[config.mk]
export PLATFORM = sky130hd
export DESIGN_NAME = address_splitter
export DESIGN_NICKNAME = d
export VERILOG_FILES = /design/src/write_path_pkg.sv /design/src/address_splitter.sv
export SDC_FILE = /design/constraint.sdc
export NUM_CORES = 1
export LEC_CHECK = 0
export ABC_CLOCK_PERIOD_IN_PS = 840
export BUFFER_PORTS_ARGS = -buffer_cell sky130_fd_sc_hd__buf_2
export CAP_MARGIN = 25
export CORE_MARGIN = 2
export CORE_UTILIZATION = 25
export DETAILED_ROUTE_END_ITERATION = 10
export MAX_ROUTING_LAYER = met4
export SKIP_LAST_GASP = 1
export SYNTH_ARGS = -nofsm -noshare
export SYNTH_HDL_FRONTEND = slang
export SYNTH_SLANG_ARGS = --single-unit
[constraint.sdc]
create_clock -name clock -period 0.84 [get_ports clock]
set_input_delay 0.168 -clock clock [delete_from_list [all_inputs] [get_ports clock]]
set_output_delay 0.168 -clock clock [all_outputs]
set_load 0.01 [all_outputs]
[src/write_path_pkg.sv]
package write_path_pkg;

    // --------------------
    // Widths and address map

    // Full write address space, shared by both data memories
    // The width must stay even so that D splits into two equal halves
    localparam int addr_width = 10;
    localparam int split_width = addr_width / 2;

    // One bank holds 512 words
    localparam int bank_addr_width = 9;
    localparam int data_width = 16;

    // A sits at the bottom of the space and B right above it
    localparam logic [addr_width-1:0] a_base_addr = 10'd0;
    localparam logic [addr_width-1:0] b_base_addr = 10'd512;

    // --------------------
    // Types

    // The D operand seen either as one address or as two half addresses
    // Both views cover the same bits, upper half in the high bits
    typedef union packed {
        logic [addr_width-1:0] full;
        struct packed {
            logic [split_width-1:0] upper;
            logic [split_width-1:0] lower;
        } halves;
    } d_address_t;

    // Write command as it arrives at the top level
    typedef struct packed {
        logic valid;
        logic split;
        d_address_t address;
        logic [data_width-1:0] data;
    } write_command_t;

    // Command after splitting, carrying both destination addresses
    typedef struct packed {
        logic valid;
        logic [addr_width-1:0] da;
        logic [addr_width-1:0] db;
        logic [data_width-1:0] data;
    } split_command_t;

    // Write port command for a single bank
    typedef struct packed {
        logic enable;
        logic [bank_addr_width-1:0] address;
        logic [data_width-1:0] data;
    } bank_write_t;

endpackage
[src/address_splitter.sv]
`timescale 1ns/1ns

module address_splitter (
    input  logic clock,
    input  logic reset,
    input  write_path_pkg::write_command_t write_command,
    output write_path_pkg::split_command_t split_command
);

    import write_path_pkg::*;

    // --------------------
    // Base address upper bits

    // A split address keeps only one half of D, and the upper half of the
    // full address is filled in from the base of the target memory
    localparam logic [split_width-1:0] a_upper = a_base_addr[addr_width-1 -: split_width];
    localparam logic [split_width-1:0] b_upper = b_base_addr[addr_width-1 -: split_width];

    logic [addr_width-1:0] da_next;
    logic [addr_width-1:0] db_next;

    // --------------------
    // Split decode

    // Unsplit commands address the whole space, so both outputs carry D
    // untouched and the decoder later picks exactly one bank
    // Split commands send the upper half of D to the start of A and the
    // lower half to the start of B
    always_comb begin
        if (write_command.split) begin
            da_next = {a_upper, write_command.address.halves.upper};
            db_next = {b_upper, write_command.address.halves.lower};
        end else begin
            da_next = write_command.address.full;
            db_next = write_command.address.full;
        end
    end

    // --------------------
    // Stage register

    always_ff @(posedge clock) begin
        split_command.da <= da_next;
        split_command.db <= db_next;
        split_command.data <= write_command.data;
        // Valid qualifies the addresses and data in the next stage
        if (reset) begin
            split_command.valid <= 1'b0;
        end else begin
            split_command.valid <= write_command.valid;
        end
    end

endmodule

==> impl_metrics.env <==
export IMPL_outcome="complete, but fails checks"
export IMPL_violations="setup timing"
export IMPL_grtUsageTotal=0.112
export IMPL_synth_ff_type="dfxtp_1"
export IMPL_synth_top_cell_by_area="dfxtp_1"
export IMPL_startpoint="split_command[31]$_SDFF_PP0_"
export IMPL_holdCritStartpoint="write_command[25]"
export IMPL_cp_top_family="flip-flops"
export IMPL_io_buffers=66
export IMPL_worst_path_buf_inv=1
export IMPL_rsz0062_at_grt="true"
export IMPL_cp_cell_sequence="buf_6"
export IMPL_worstPathMaxFanout=2
export IMPL_async_flop_share=0
export IMPL_synthTopCellsByCount="33 x dfxtp_1, 5 x and2b_2, 4 x buf_4, 4 x mux2_4"
export IMPL_synth_area_per_cell_um2=16.6
export IMPL_final_fill_count=275
export IMPL_post_route_drc_count=0
export IMPL_largest_register_ffs=33
export IMPL_initial_core_util=0.267
export IMPL_post_route_period_util=1.16
export IMPL_clk_pin_slew_ns=0.10
export IMPL_fin_util=0.528
export IMPL_initialDrtViolationCount=12
export IMPL_dp_cells=155
export IMPL_gr_total_overflow=0
export IMPL_fin_nets=170
export IMPL_synth_most_common_cell="dfxtp_1"
export IMPL_top_register="split_command"
export IMPL_maxCapViolations=0
export IMPL_ir_drop_mv=0.765
export IMPL_endpoint_kind="output port"
export IMPL_yosys_register_bits=33
export IMPL_stdcell_count=185
export IMPL_syn_inst=50
export IMPL_slowest_stage="dfxtp_2"
export IMPL_critPathKind="reg -> out"
export IMPL_routed_wl_mm=2.29
export IMPL_hold_violations=0
export IMPL_wl_per_cell_um=12.4
export IMPL_row_count=20
export IMPL_antenna_found_initial=0
export IMPL_synthesis_area_um2=830
export IMPL_clock_fmax_ghz=1.03
export IMPL_final_layout_size_suffix_gt1_frac=0.716
export IMPL_yosys_warnings=0
export IMPL_h_tree_depth=2
export IMPL_cts_root_buf="clkbuf_4"
export IMPL_firstDrtPassIters=3
export IMPL_tns_ns=-3.31
export IMPL_place_hpwl_mm=1.22
export IMPL_reg_top3="split_command (33)"
export IMPL_die_height_um=61.6
export IMPL_area_growth_pct=97.6
export IMPL_ios=67
export IMPL_diodes=0
export IMPL_vias_per_cell=3.74
export IMPL_vias=692
export IMPL_postRouteAntennaNets=0
export IMPL_cts_buffers=5
export IMPL_synth_cell_types=8
export IMPL_die_area_mm2=0.00380
export IMPL_relSlewSlack=0.838
export IMPL_synth_nets=80
export IMPL_cp_start_kind="flip-flop"
export IMPL_power_leakage_uw=0.000790
export IMPL_grt_pass1_vias=620
export IMPL_grt_max_degree=12
export IMPL_hp_class="in -> reg"
export IMPL_clock_sinks=33
export IMPL_fin_crit_ns=0.970
export IMPL_stdcell_area_mm2=0.00164
export IMPL_crit_arrival_ns=0.80
export IMPL_synth_edf_count=0
export IMPL_synth_top_cell_area_share=0.796
export IMPL_power_density_mw_per_mm2=2040
export IMPL_worst_slack_ns=-0.130
export IMPL_worstMarginPinSlew_ns=0.243
export IMPL_cts_tree="yes"
export IMPL_synth_area_leaders="dfxtp_1 80%, mux2_4 7.2%, and2b_2 5.3%"
export IMPL_report_final_slew_viol_count=0
export IMPL_max_stage_delay_ns=0.37
export IMPL_placed_area_mm2=0.00117
export IMPL_ys_seq_area_frac=0.796
export IMPL_setup_viol=38
export IMPL_cp_required_ns=0.67
export IMPL_place_congestion=0.638
export IMPL_timing_hold_ws_ns=0.0563
export IMPL_grt_pass1_wl_mm=2.80
export IMPL_die_w_um=61.6
export IMPL_clk_path_buf_depth=2
export IMPL_core_area_mm2=0.00310
[per-stage QoR]
step | total power, µW | setup WS [ns]
3_3_place_gp | 1990 | -0.0336
4_1_cts | 3300 | -0.138
2_1_floorplan | 1840 | 0.155
5_1_grt | 3470 | -0.171
3_5_place_dp | 1990 | -0.0602
6_report | 3340 | -0.130
[report_power, final]
part	internal (µW)	switching, µW
clock network	711	497
logic	281	146
registers	1660	37.7
[routing by layer]
layer,vias to the layer above,GRT usage,part of all wire
met5,-,-,0
li1,331,-,-
met4,0,0.0638,0.021
met3,6,0.0693,0.15
met2,54,0.177,0.46
met1,301,0.103,0.37
[final timing paths]
kind	end	slack [ns]	cells past startpoint
setup / recovery	split_command[31]	-0.13	1
hold / removal	split_command[25]$_SDFF_PP1_	0.06	2
[layout by cell type (no fill, tap or decap), drive strengths merged]
cell	instances
dlygate4sd3	22
buf	66
or2	1
dfxtp	33
mux2	5
bufinv	1
and2b	5
nor2b	1
clkbuf	7
[cells by family after synthesis]
logic type             after synthesis  share of synthesized area
and+or+nand+nor                      7                     0.0679
DFF                                 33                      0.796
muxes                                5                     0.0860
buffers and inverters                5                     0.0498
[what timing repair did]
action                     CTS  global route
hold buffers                22             0
setup endpoints to repair   37            37
pin swaps                    0             0
buffers inserted             0             0
cloned                       0             0
hold endpoints to repair    22             0
resized for setup           12            29
[area by class of cell]
class	instances	area [µm²]	share of cell area
timing repair buffer	88	688	0.420
sequential	33	683	0.417
multi-input combinational	12	128	0.0779
clock buffer	7	55.1	0.0336
tap	44	55.1	0.0336
clock inverter	1	30.0	0.0183
Note: power is estimated with default switching activity, not from simulation.
