===== config.mk =====
export PLATFORM = sky130hd
export DESIGN_NAME = write_address_decoder
export DESIGN_NICKNAME = d
export VERILOG_FILES = /design/src/write_path_pkg.sv /design/src/write_address_decoder.sv
export SDC_FILE = /design/constraint.sdc
export NUM_CORES = 1
export LEC_CHECK = 0
export BUFFER_PORTS_ARGS = -buffer_cell sky130_fd_sc_hd__buf_2
export CAP_MARGIN = 20
export CORE_ASPECT_RATIO = 0.6
export CORE_MARGIN = 4
export CORE_UTILIZATION = 35
export DETAILED_ROUTE_END_ITERATION = 16
export PLACE_DENSITY = 0.81
export SYNTH_ARGS = -nofsm -noshare
export SYNTH_HDL_FRONTEND = slang
export SYNTH_SLANG_ARGS = --single-unit

===== constraint.sdc =====
create_clock -name clock -period 0.82 [get_ports clock]
set_input_delay 0.123 -clock clock [delete_from_list [all_inputs] [get_ports clock]]
set_output_delay 0.123 -clock clock [all_outputs]
set_load 0.005 [all_outputs]

===== src/write_path_pkg.sv =====
package write_path_pkg;

    // --------------------
    // Widths and address map

    // Full write address space, shared by both data memories
    // The width must stay even so that D splits into two equal halves
    localparam int addr_width = 10;
    localparam int split_width = addr_width / 2;

    // One bank holds 512 words
    localparam int bank_addr_width = 9;
    localparam int data_width = 16;

    // A sits at the bottom of the space and B right above it
    localparam logic [addr_width-1:0] a_base_addr = 10'd0;
    localparam logic [addr_width-1:0] b_base_addr = 10'd512;

    // --------------------
    // Types

    // The D operand seen either as one address or as two half addresses
    // Both views cover the same bits, upper half in the high bits
    typedef union packed {
        logic [addr_width-1:0] full;
        struct packed {
            logic [split_width-1:0] upper;
            logic [split_width-1:0] lower;
        } halves;
    } d_address_t;

    // Write command as it arrives at the top level
    typedef struct packed {
        logic valid;
        logic split;
        d_address_t address;
        logic [data_width-1:0] data;
    } write_command_t;

    // Command after splitting, carrying both destination addresses
    typedef struct packed {
        logic valid;
        logic [addr_width-1:0] da;
        logic [addr_width-1:0] db;
        logic [data_width-1:0] data;
    } split_command_t;

    // Write port command for a single bank
    typedef struct packed {
        logic enable;
        logic [bank_addr_width-1:0] address;
        logic [data_width-1:0] data;
    } bank_write_t;

endpackage

===== src/write_address_decoder.sv =====
`timescale 1ns/1ns

module write_address_decoder (
    input  logic clock,
    input  logic reset,
    input  write_path_pkg::split_command_t split_command,
    output write_path_pkg::bank_write_t bank_write_a,
    output write_path_pkg::bank_write_t bank_write_b
);

    import write_path_pkg::*;

    // --------------------
    // Range decode

    // With two banks of 512 words the top address bit alone selects the
    // bank, so each range check compares that bit against the bank base
    logic hit_a;
    logic hit_b;

    // DA is only ever written into A and DB only into B
    // An unsplit command has DA equal to DB, so exactly one of these is set
    always_comb begin
        hit_a = split_command.da[addr_width-1] == a_base_addr[addr_width-1];
        hit_b = split_command.db[addr_width-1] == b_base_addr[addr_width-1];
    end

    // --------------------
    // Bank write registers

    always_ff @(posedge clock) begin
        // Bank local address is the offset below the range bit
        bank_write_a.address <= split_command.da[bank_addr_width-1:0];
        bank_write_b.address <= split_command.db[bank_addr_width-1:0];

        // Both banks see the same word, a split write stores it twice
        bank_write_a.data <= split_command.data;
        bank_write_b.data <= split_command.data;

        if (reset) begin
            bank_write_a.enable <= 1'b0;
            bank_write_b.enable <= 1'b0;
        end else begin
            bank_write_a.enable <= split_command.valid && hit_a;
            bank_write_b.enable <= split_command.valid && hit_b;
        end
    end

endmodule


==> summary.txt, run 1 <==
Die extent in x - 72.1 um
Postcts setup bufs - 0
Slew margin rel. - 93.2%
Pwr Density - 2080 nW/um2
Family with the most delay on the worst path - flip-flops
Area delta synth->final - 111%
Hold crit path type - in2reg
Startpoint types - flop
Cell Int Power - 3060 uW
CTS Sinks - 36
Starting density of the core - 38.4%
Syn avg cell area - 16.0 um2
Yosys reg bits - 36
Post-synthesis sequential area ratio - 83.6%
Largest stage delay, worst path - 340 ps
IO Count - 91
CTS buffer count - 5
Yosys cell types - 4
Most common cell after layout, fill and taps aside - buf_2
Req. time, crit path - 700 ps
Sequential share of power - 50.2%
Failing checks - negative setup slack
Post-Syn Area - 862 um2
N_diodes - 0
Final RePlAce weighted congestion - 0.717
Status - complete, but fails checks
Crit-path max FO - 2
Grt ovf - 0
Initial antenna violation count - 0
Post-detailed-route wirelength per cell - 13.9 um
Total Nets Final - 209
# DRC - 0
Switch share - 19.0%
Clk pwr share - 38.5%
Combinational power share - 11.3%
Largest net degree at the start of global routing - 12
Leak Pwr - 0.000905 uW
Final wirelength - 2780 um
Vias per inst - 4.00
Setup CP Type - reg2out
Worst vdd ir - 1.82 mV
Core area - 2240 um2
DP Area - 1230 um2
Achievable Freq - 1160 MHz
Filler Cells Inserted - 125
Final hold vios - 0
RSZ-0062 raised after global routing - yes
Setup crit end kind - primary output
Number of global-route vias before repair - 827
Psw - 717 uW
Clock period minus worst slack - 861 ps
Tot GR Track Use - 15.8%
Max cap viols - 0
DR vias - 805
Syn_nets - 93
Global-route wire length before repair - 3800 um
Htree depth - 2
Max-slew violation count - 0
IO buf count - 90
Final period util - 105%
Post-Synthesis Cells - 54
Die ar. - 3350 um2
1st-iter DRT viols - 21
Pre-Repair DR Iteration Count - 2
Commonest cells after routing, fill and taps aside - buf_2, dlygate4sd3_1, dfxtp_2, buf_6, dfxtp_1
CTS tree - built
Worst-Margin Slew - 101 ps
Min Hold Slack - 21.8 ps
Post-layout total power - 3780 uW
Antenna-violating nets left - 0
Critical Path AT - 740 ps
Final setup viols - 33
Worst path bufs/invs - 1
Area of the multi-input gates - 21.3 um2
Slowest CP cell - dfxtp_2
Cell Chain, Critical Path - buf_2
Register area - 749 um2
Yosys warns - 0
Clock slew at reported path FFs - 70 ps
Die height - 46.4 um
Clock Tree Root - clkbuf_8
Share of cells above drive strength 1 - 70.8%
Dpl ws - 262 ps
Setup WS post-layout - -41.3 ps
Final Cell Area - 1820 um2
Maximum clock insertion buffer count - 2
Row count - 13
## synthesized netlist by cell type
master | n | area, um2
and3b_1 | 1 | 8.76
buf_4 | 16 | 120
dfxtp_1 | 36 | 721
nor3b_2 | 1 | 12.5
## sequential cells by signal, indices dropped and copies added, names as in the netlist
signal	flops
bank_write_b	26
bank_write_a	10
## final cells by class
class | instances | share of cell area (%)
clock inverters | 2 | 1.93
flip-flops and latches | 36 | 41.3
multi-input cells | 2 | 1.17
repair buffers | 125 | 49.6
clock buffers | 6 | 3.99
well taps | 30 | 2.07
## kinds of logic after synthesis
family / share of synthesized area [%]
buffers and inverters: 13.9
flip-flops: 83.6
AND/OR/NAND/NOR: 2.47
## through the flow
step / utilization (%) / TNS, ps / std cells
CTS: 76.1 / -938 / 201
finish: 80.9 / -547 / 201
global placement: 54.8 / 0 / 158
detailed placement: 54.8 / 0 / 158
global route: 80.9 / -1810 / 201
floorplan: - / 0 / 54
## layer usage
layer	share of wire [%]	routed length (um)	global-route usage, %	vias to the layer above
met5	0	0	0	-
met4	0.68	19	7.87	0
met3	10	282	6.10	2
met2	54	1510	30.0	52
met1	35	972	15.3	372
li1	-	-	-	379
## worst paths after layout
path	start	endpoint	slack [ps]	cells past startpoint
worst max-delay path	bank_write_b[4]	bank_write_b[4]	-40	1
worst min-delay path	reset	bank_write_a[25]	20	2
## repair_timing
| item | CTS | global route |
|---|---|---|
| setup endpoints to repair | 50 | 52 |
| hold buffers | 35 | 0 |
| pin swaps | 0 | 0 |
| hold endpoints to repair | 35 | 0 |
| resized for setup | 12 | 27 |
## power groups by stage
stage	combinational (uW)	clock (uW)	sequential (uW)
after floorplan	66.3	0	1930
after global placement	242	0	1900
after detailed placement	246	0	1910
after CTS	378	1520	1880
after global routing	458	1570	1900
final	427	1450	1900
Power figures use the tool's default switching activity.
==> run 2: changes to the inputs <==
--- a/config.mk
+++ b/config.mk
@@ -5,6 +5,7 @@
 export SDC_FILE = /design/constraint.sdc
 export NUM_CORES = 1
 export LEC_CHECK = 0
+export ABC_AREA = 1
 export BUFFER_PORTS_ARGS = -buffer_cell sky130_fd_sc_hd__buf_2
 export CAP_MARGIN = 20
 export CORE_ASPECT_RATIO = 0.6
==> summary.txt, run 2 <==
Area delta synth->final - 107% (was 111%)
CTS buffer count - 5 (unchanged)
Final hold vios - 0 (unchanged)
Maximum clock insertion buffer count - 2 (unchanged)
Sequential share of power - 49.7% (was 50.2%)
Max cap viols - 0 (unchanged)
Tot GR Track Use - 16.3% (was 15.8%)
Cell Chain, Critical Path - buf_2 (unchanged)
Largest stage delay, worst path - 360 ps (was 340 ps)
Yosys cell types - 6 (was 4)
WP depth - 1 (unchanged)
EDFF count, synth - 0 (unchanged)
Register area - 749 um2 (unchanged)
Switch share - 20.1% (was 19.0%)
DRT met1 WL - 962 um (was 972 um)
Routed met3 length - 377 um (was 282 um)
Syn_nets - 96 (was 93)
Number of global-route vias before repair - 840 (was 827)
Post-Syn Area - 862 um2 (unchanged)
Leak Pwr - 0.000898 uW (was 0.000905 uW)
RSZ-0062 raised after global routing - yes (unchanged)
Vias per inst - 3.88 (was 4.00)
Startpoint types - flop (unchanged)
Initial antenna violation count - 0 (unchanged)
Final Cell Area - 1780 um2 (was 1820 um2)
Met2 Wirelength - 1490 um (was 1510 um)
Clock slew at reported path FFs - 80 ps (was 70 ps)
# DRC - 0 (unchanged)
Clk pwr share - 39.5% (was 38.5%)
Most common cell in the netlist - dfxtp_1 (unchanged)
Setup CP Type - reg2out (unchanged)
Total Nets Final - 213 (was 209)
IO Count - 91 (unchanged)
Psw - 766 uW (was 717 uW)
Combinational power share - 10.8% (was 11.3%)
Core area - 2240 um2 (unchanged)
Starting density of the core - 38.4% (unchanged)
Syn avg cell area - 15.1 um2 (was 16.0 um2)
Die ar. - 3350 um2 (unchanged)
Top flop regs - bank_write_b x26, bank_write_a x10 (unchanged)
Post-Synthesis Cells - 57 (was 54)
Setup crit end kind - primary output (unchanged)
Pre-Repair DR Iteration Count - 2 (unchanged)
Final setup viols - 44 (was 33)
Yosys warns - 0 (unchanged)
Number of flip-flops in the largest register - 26 (unchanged)
Synth Flop Type - dfxtp_1 (unchanged)
Filler Cells Inserted - 140 (was 125)
Post-synth top cells - dfxtp_1, buf_4, nand2_1 (was dfxtp_1, buf_4, and3b_1, nor3b_2)
IO buf count - 90 (unchanged)
Final wirelength - 2860 um (was 2780 um)
Post-detailed-route wirelength per cell - 13.9 um (about the same)
Worst vdd ir - 1.37 mV (was 1.82 mV)
Slew margin rel. - 93.4% (was 93.2%)
Async S/R FF share, synth - 0% (unchanged)
Yosys reg bits - 36 (unchanged)
Commonest cells after routing, fill and taps aside - buf_2, dlygate4sd3_1, dfxtp_2, dfxtp_1, buf_6 (was buf_2, dlygate4sd3_1, dfxtp_2, buf_6, dfxtp_1)
Failing checks - negative setup slack (unchanged)
Worst hold stages - 3 (was 2)
Slowest CP cell - dfxtp_1 (was dfxtp_2)
Final period util - 109% (was 105%)
Cell Int Power - 3040 uW (was 3060 uW)
Pwr Density - 2140 nW/um2 (was 2080 nW/um2)
DR vias - 795 (was 805)
Most common cell after layout, fill and taps aside - buf_2 (unchanged)
Status - complete, but fails checks (unchanged)
Postcts setup bufs - 0 (unchanged)
Critical Path AT - 770 ps (was 740 ps)
Family with the most delay on the worst path - flip-flops (unchanged)
Crit-path max FO - 1 (was 2)
Achievable Freq - 1120 MHz (was 1160 MHz)
Post-synth top area share - 83.6% (unchanged)
Share of cells above drive strength 1 - 69.1% (was 70.8%)
Min Hold Slack - 59.1 ps (was 21.8 ps)
Worst path bufs/invs - 1 (unchanged)
Dpl ws - 275 ps (was 262 ps)
Top Metal Used - met4 (unchanged)
Post-synth top area cell - dfxtp_1 (unchanged)
CTS Sinks - 36 (unchanged)
Global-route wire length before repair - 3840 um (was 3800 um)
Htree depth - 2 (unchanged)
Setup WS post-layout - -75.5 ps (was -41.3 ps)
Synth top area cells - dfxtp_1, buf_4, nand2_1 (was dfxtp_1, buf_4, nor3b_2)
Antenna-violating nets left - 0 (unchanged)
Register bank with the most flops - bank_write_b (unchanged)
DP Area - 1230 um2 (unchanged)
Die extent in x - 72.1 um (unchanged)
Area of the multi-input gates - 17.5 um2 (was 21.3 um2)
Max-slew violation count - 0 (unchanged)
Worst-Margin Slew - 99.5 ps (was 101 ps)
CTS tree - built (unchanged)
Row count - 13 (unchanged)
Fin Setup TNS - -1030 ps (was -547 ps)
1st-iter DRT viols - 18 (was 21)
Grt ovf - 0 (unchanged)
N_diodes - 0 (unchanged)
Req. time, crit path - 700 ps (about the same)
Hold crit path type - in2reg (unchanged)
Clock period minus worst slack - 896 ps (was 861 ps)
Largest net degree at the start of global routing - 12 (unchanged)
Clock Tree Root - clkbuf_8 (unchanged)
Post-synthesis sequential area ratio - 83.6% (unchanged)
Die height - 46.4 um (unchanged)
Final RePlAce weighted congestion - 0.743 (was 0.717)
run 2: cell count changes after synthesis:
cell,delta
and3b_1,-1
inv_1,+1
nand2_1,+2
nor2_1,+1
nor2_2,+1
nor3b_2,-1
run 2: cell type report:
type	instances	area share (%)
Multi-Input combinational cell	4	0.982
Tap cell	30	2.11
Timing Repair Buffer	126	48.6
Clock buffer	6	4.07
Clock inverter	2	1.96
Sequential cell	36	42.0
Inverter	1	0.211
run 2: kinds of logic (layout without fill, tap and decap cells):
kind of cell | count (synthesis) | after routing | share of synthesized area, %
buf+inv | 17 | 135 | 14.4
flops | 36 | 36 | 83.6
simple gates | 4 | 4 | 2.03
run 2: routing by layer:
layer	GRT usage, %	vias to the layer above
li1	-	387
met1	13.4	344
met2	32.7	60
met3	10.5	4
met4	4.12	0
met5	0	-
run 2: power by group through the flow:
stage	clock network (uW)	registers (uW)	logic, uW
after floorplan	0	1930	67.3
after global placement	0	1900	240
after detailed placement	0	1910	242
after CTS	1520	1880	375
after global routing	1600	1900	444
final	1510	1890	410
run 2: path summary, 6_finish.rpt:
kind | from | end | slack (ps)
max | bank_write_a[17] | bank_write_a[17] | -80
min | split_command[25] | bank_write_b[25] | 60
run 2: what timing repair did:
action,in CTS,in global routing
endpoints found under the setup margin,49,52
resized for setup,12,20
hold buffers,36,0
pin swaps,0,0
endpoints found under the hold margin,36,0
run 2: through the flow:
step	std cells	utilization (%)	power [uW]
after global placement	161	54.8	2140
after CTS	205	76.3	3770
after global routing	205	79.4	3950
final	205	79.4	3810
after detailed placement	161	54.8	2150
after floorplan	57	-	1990
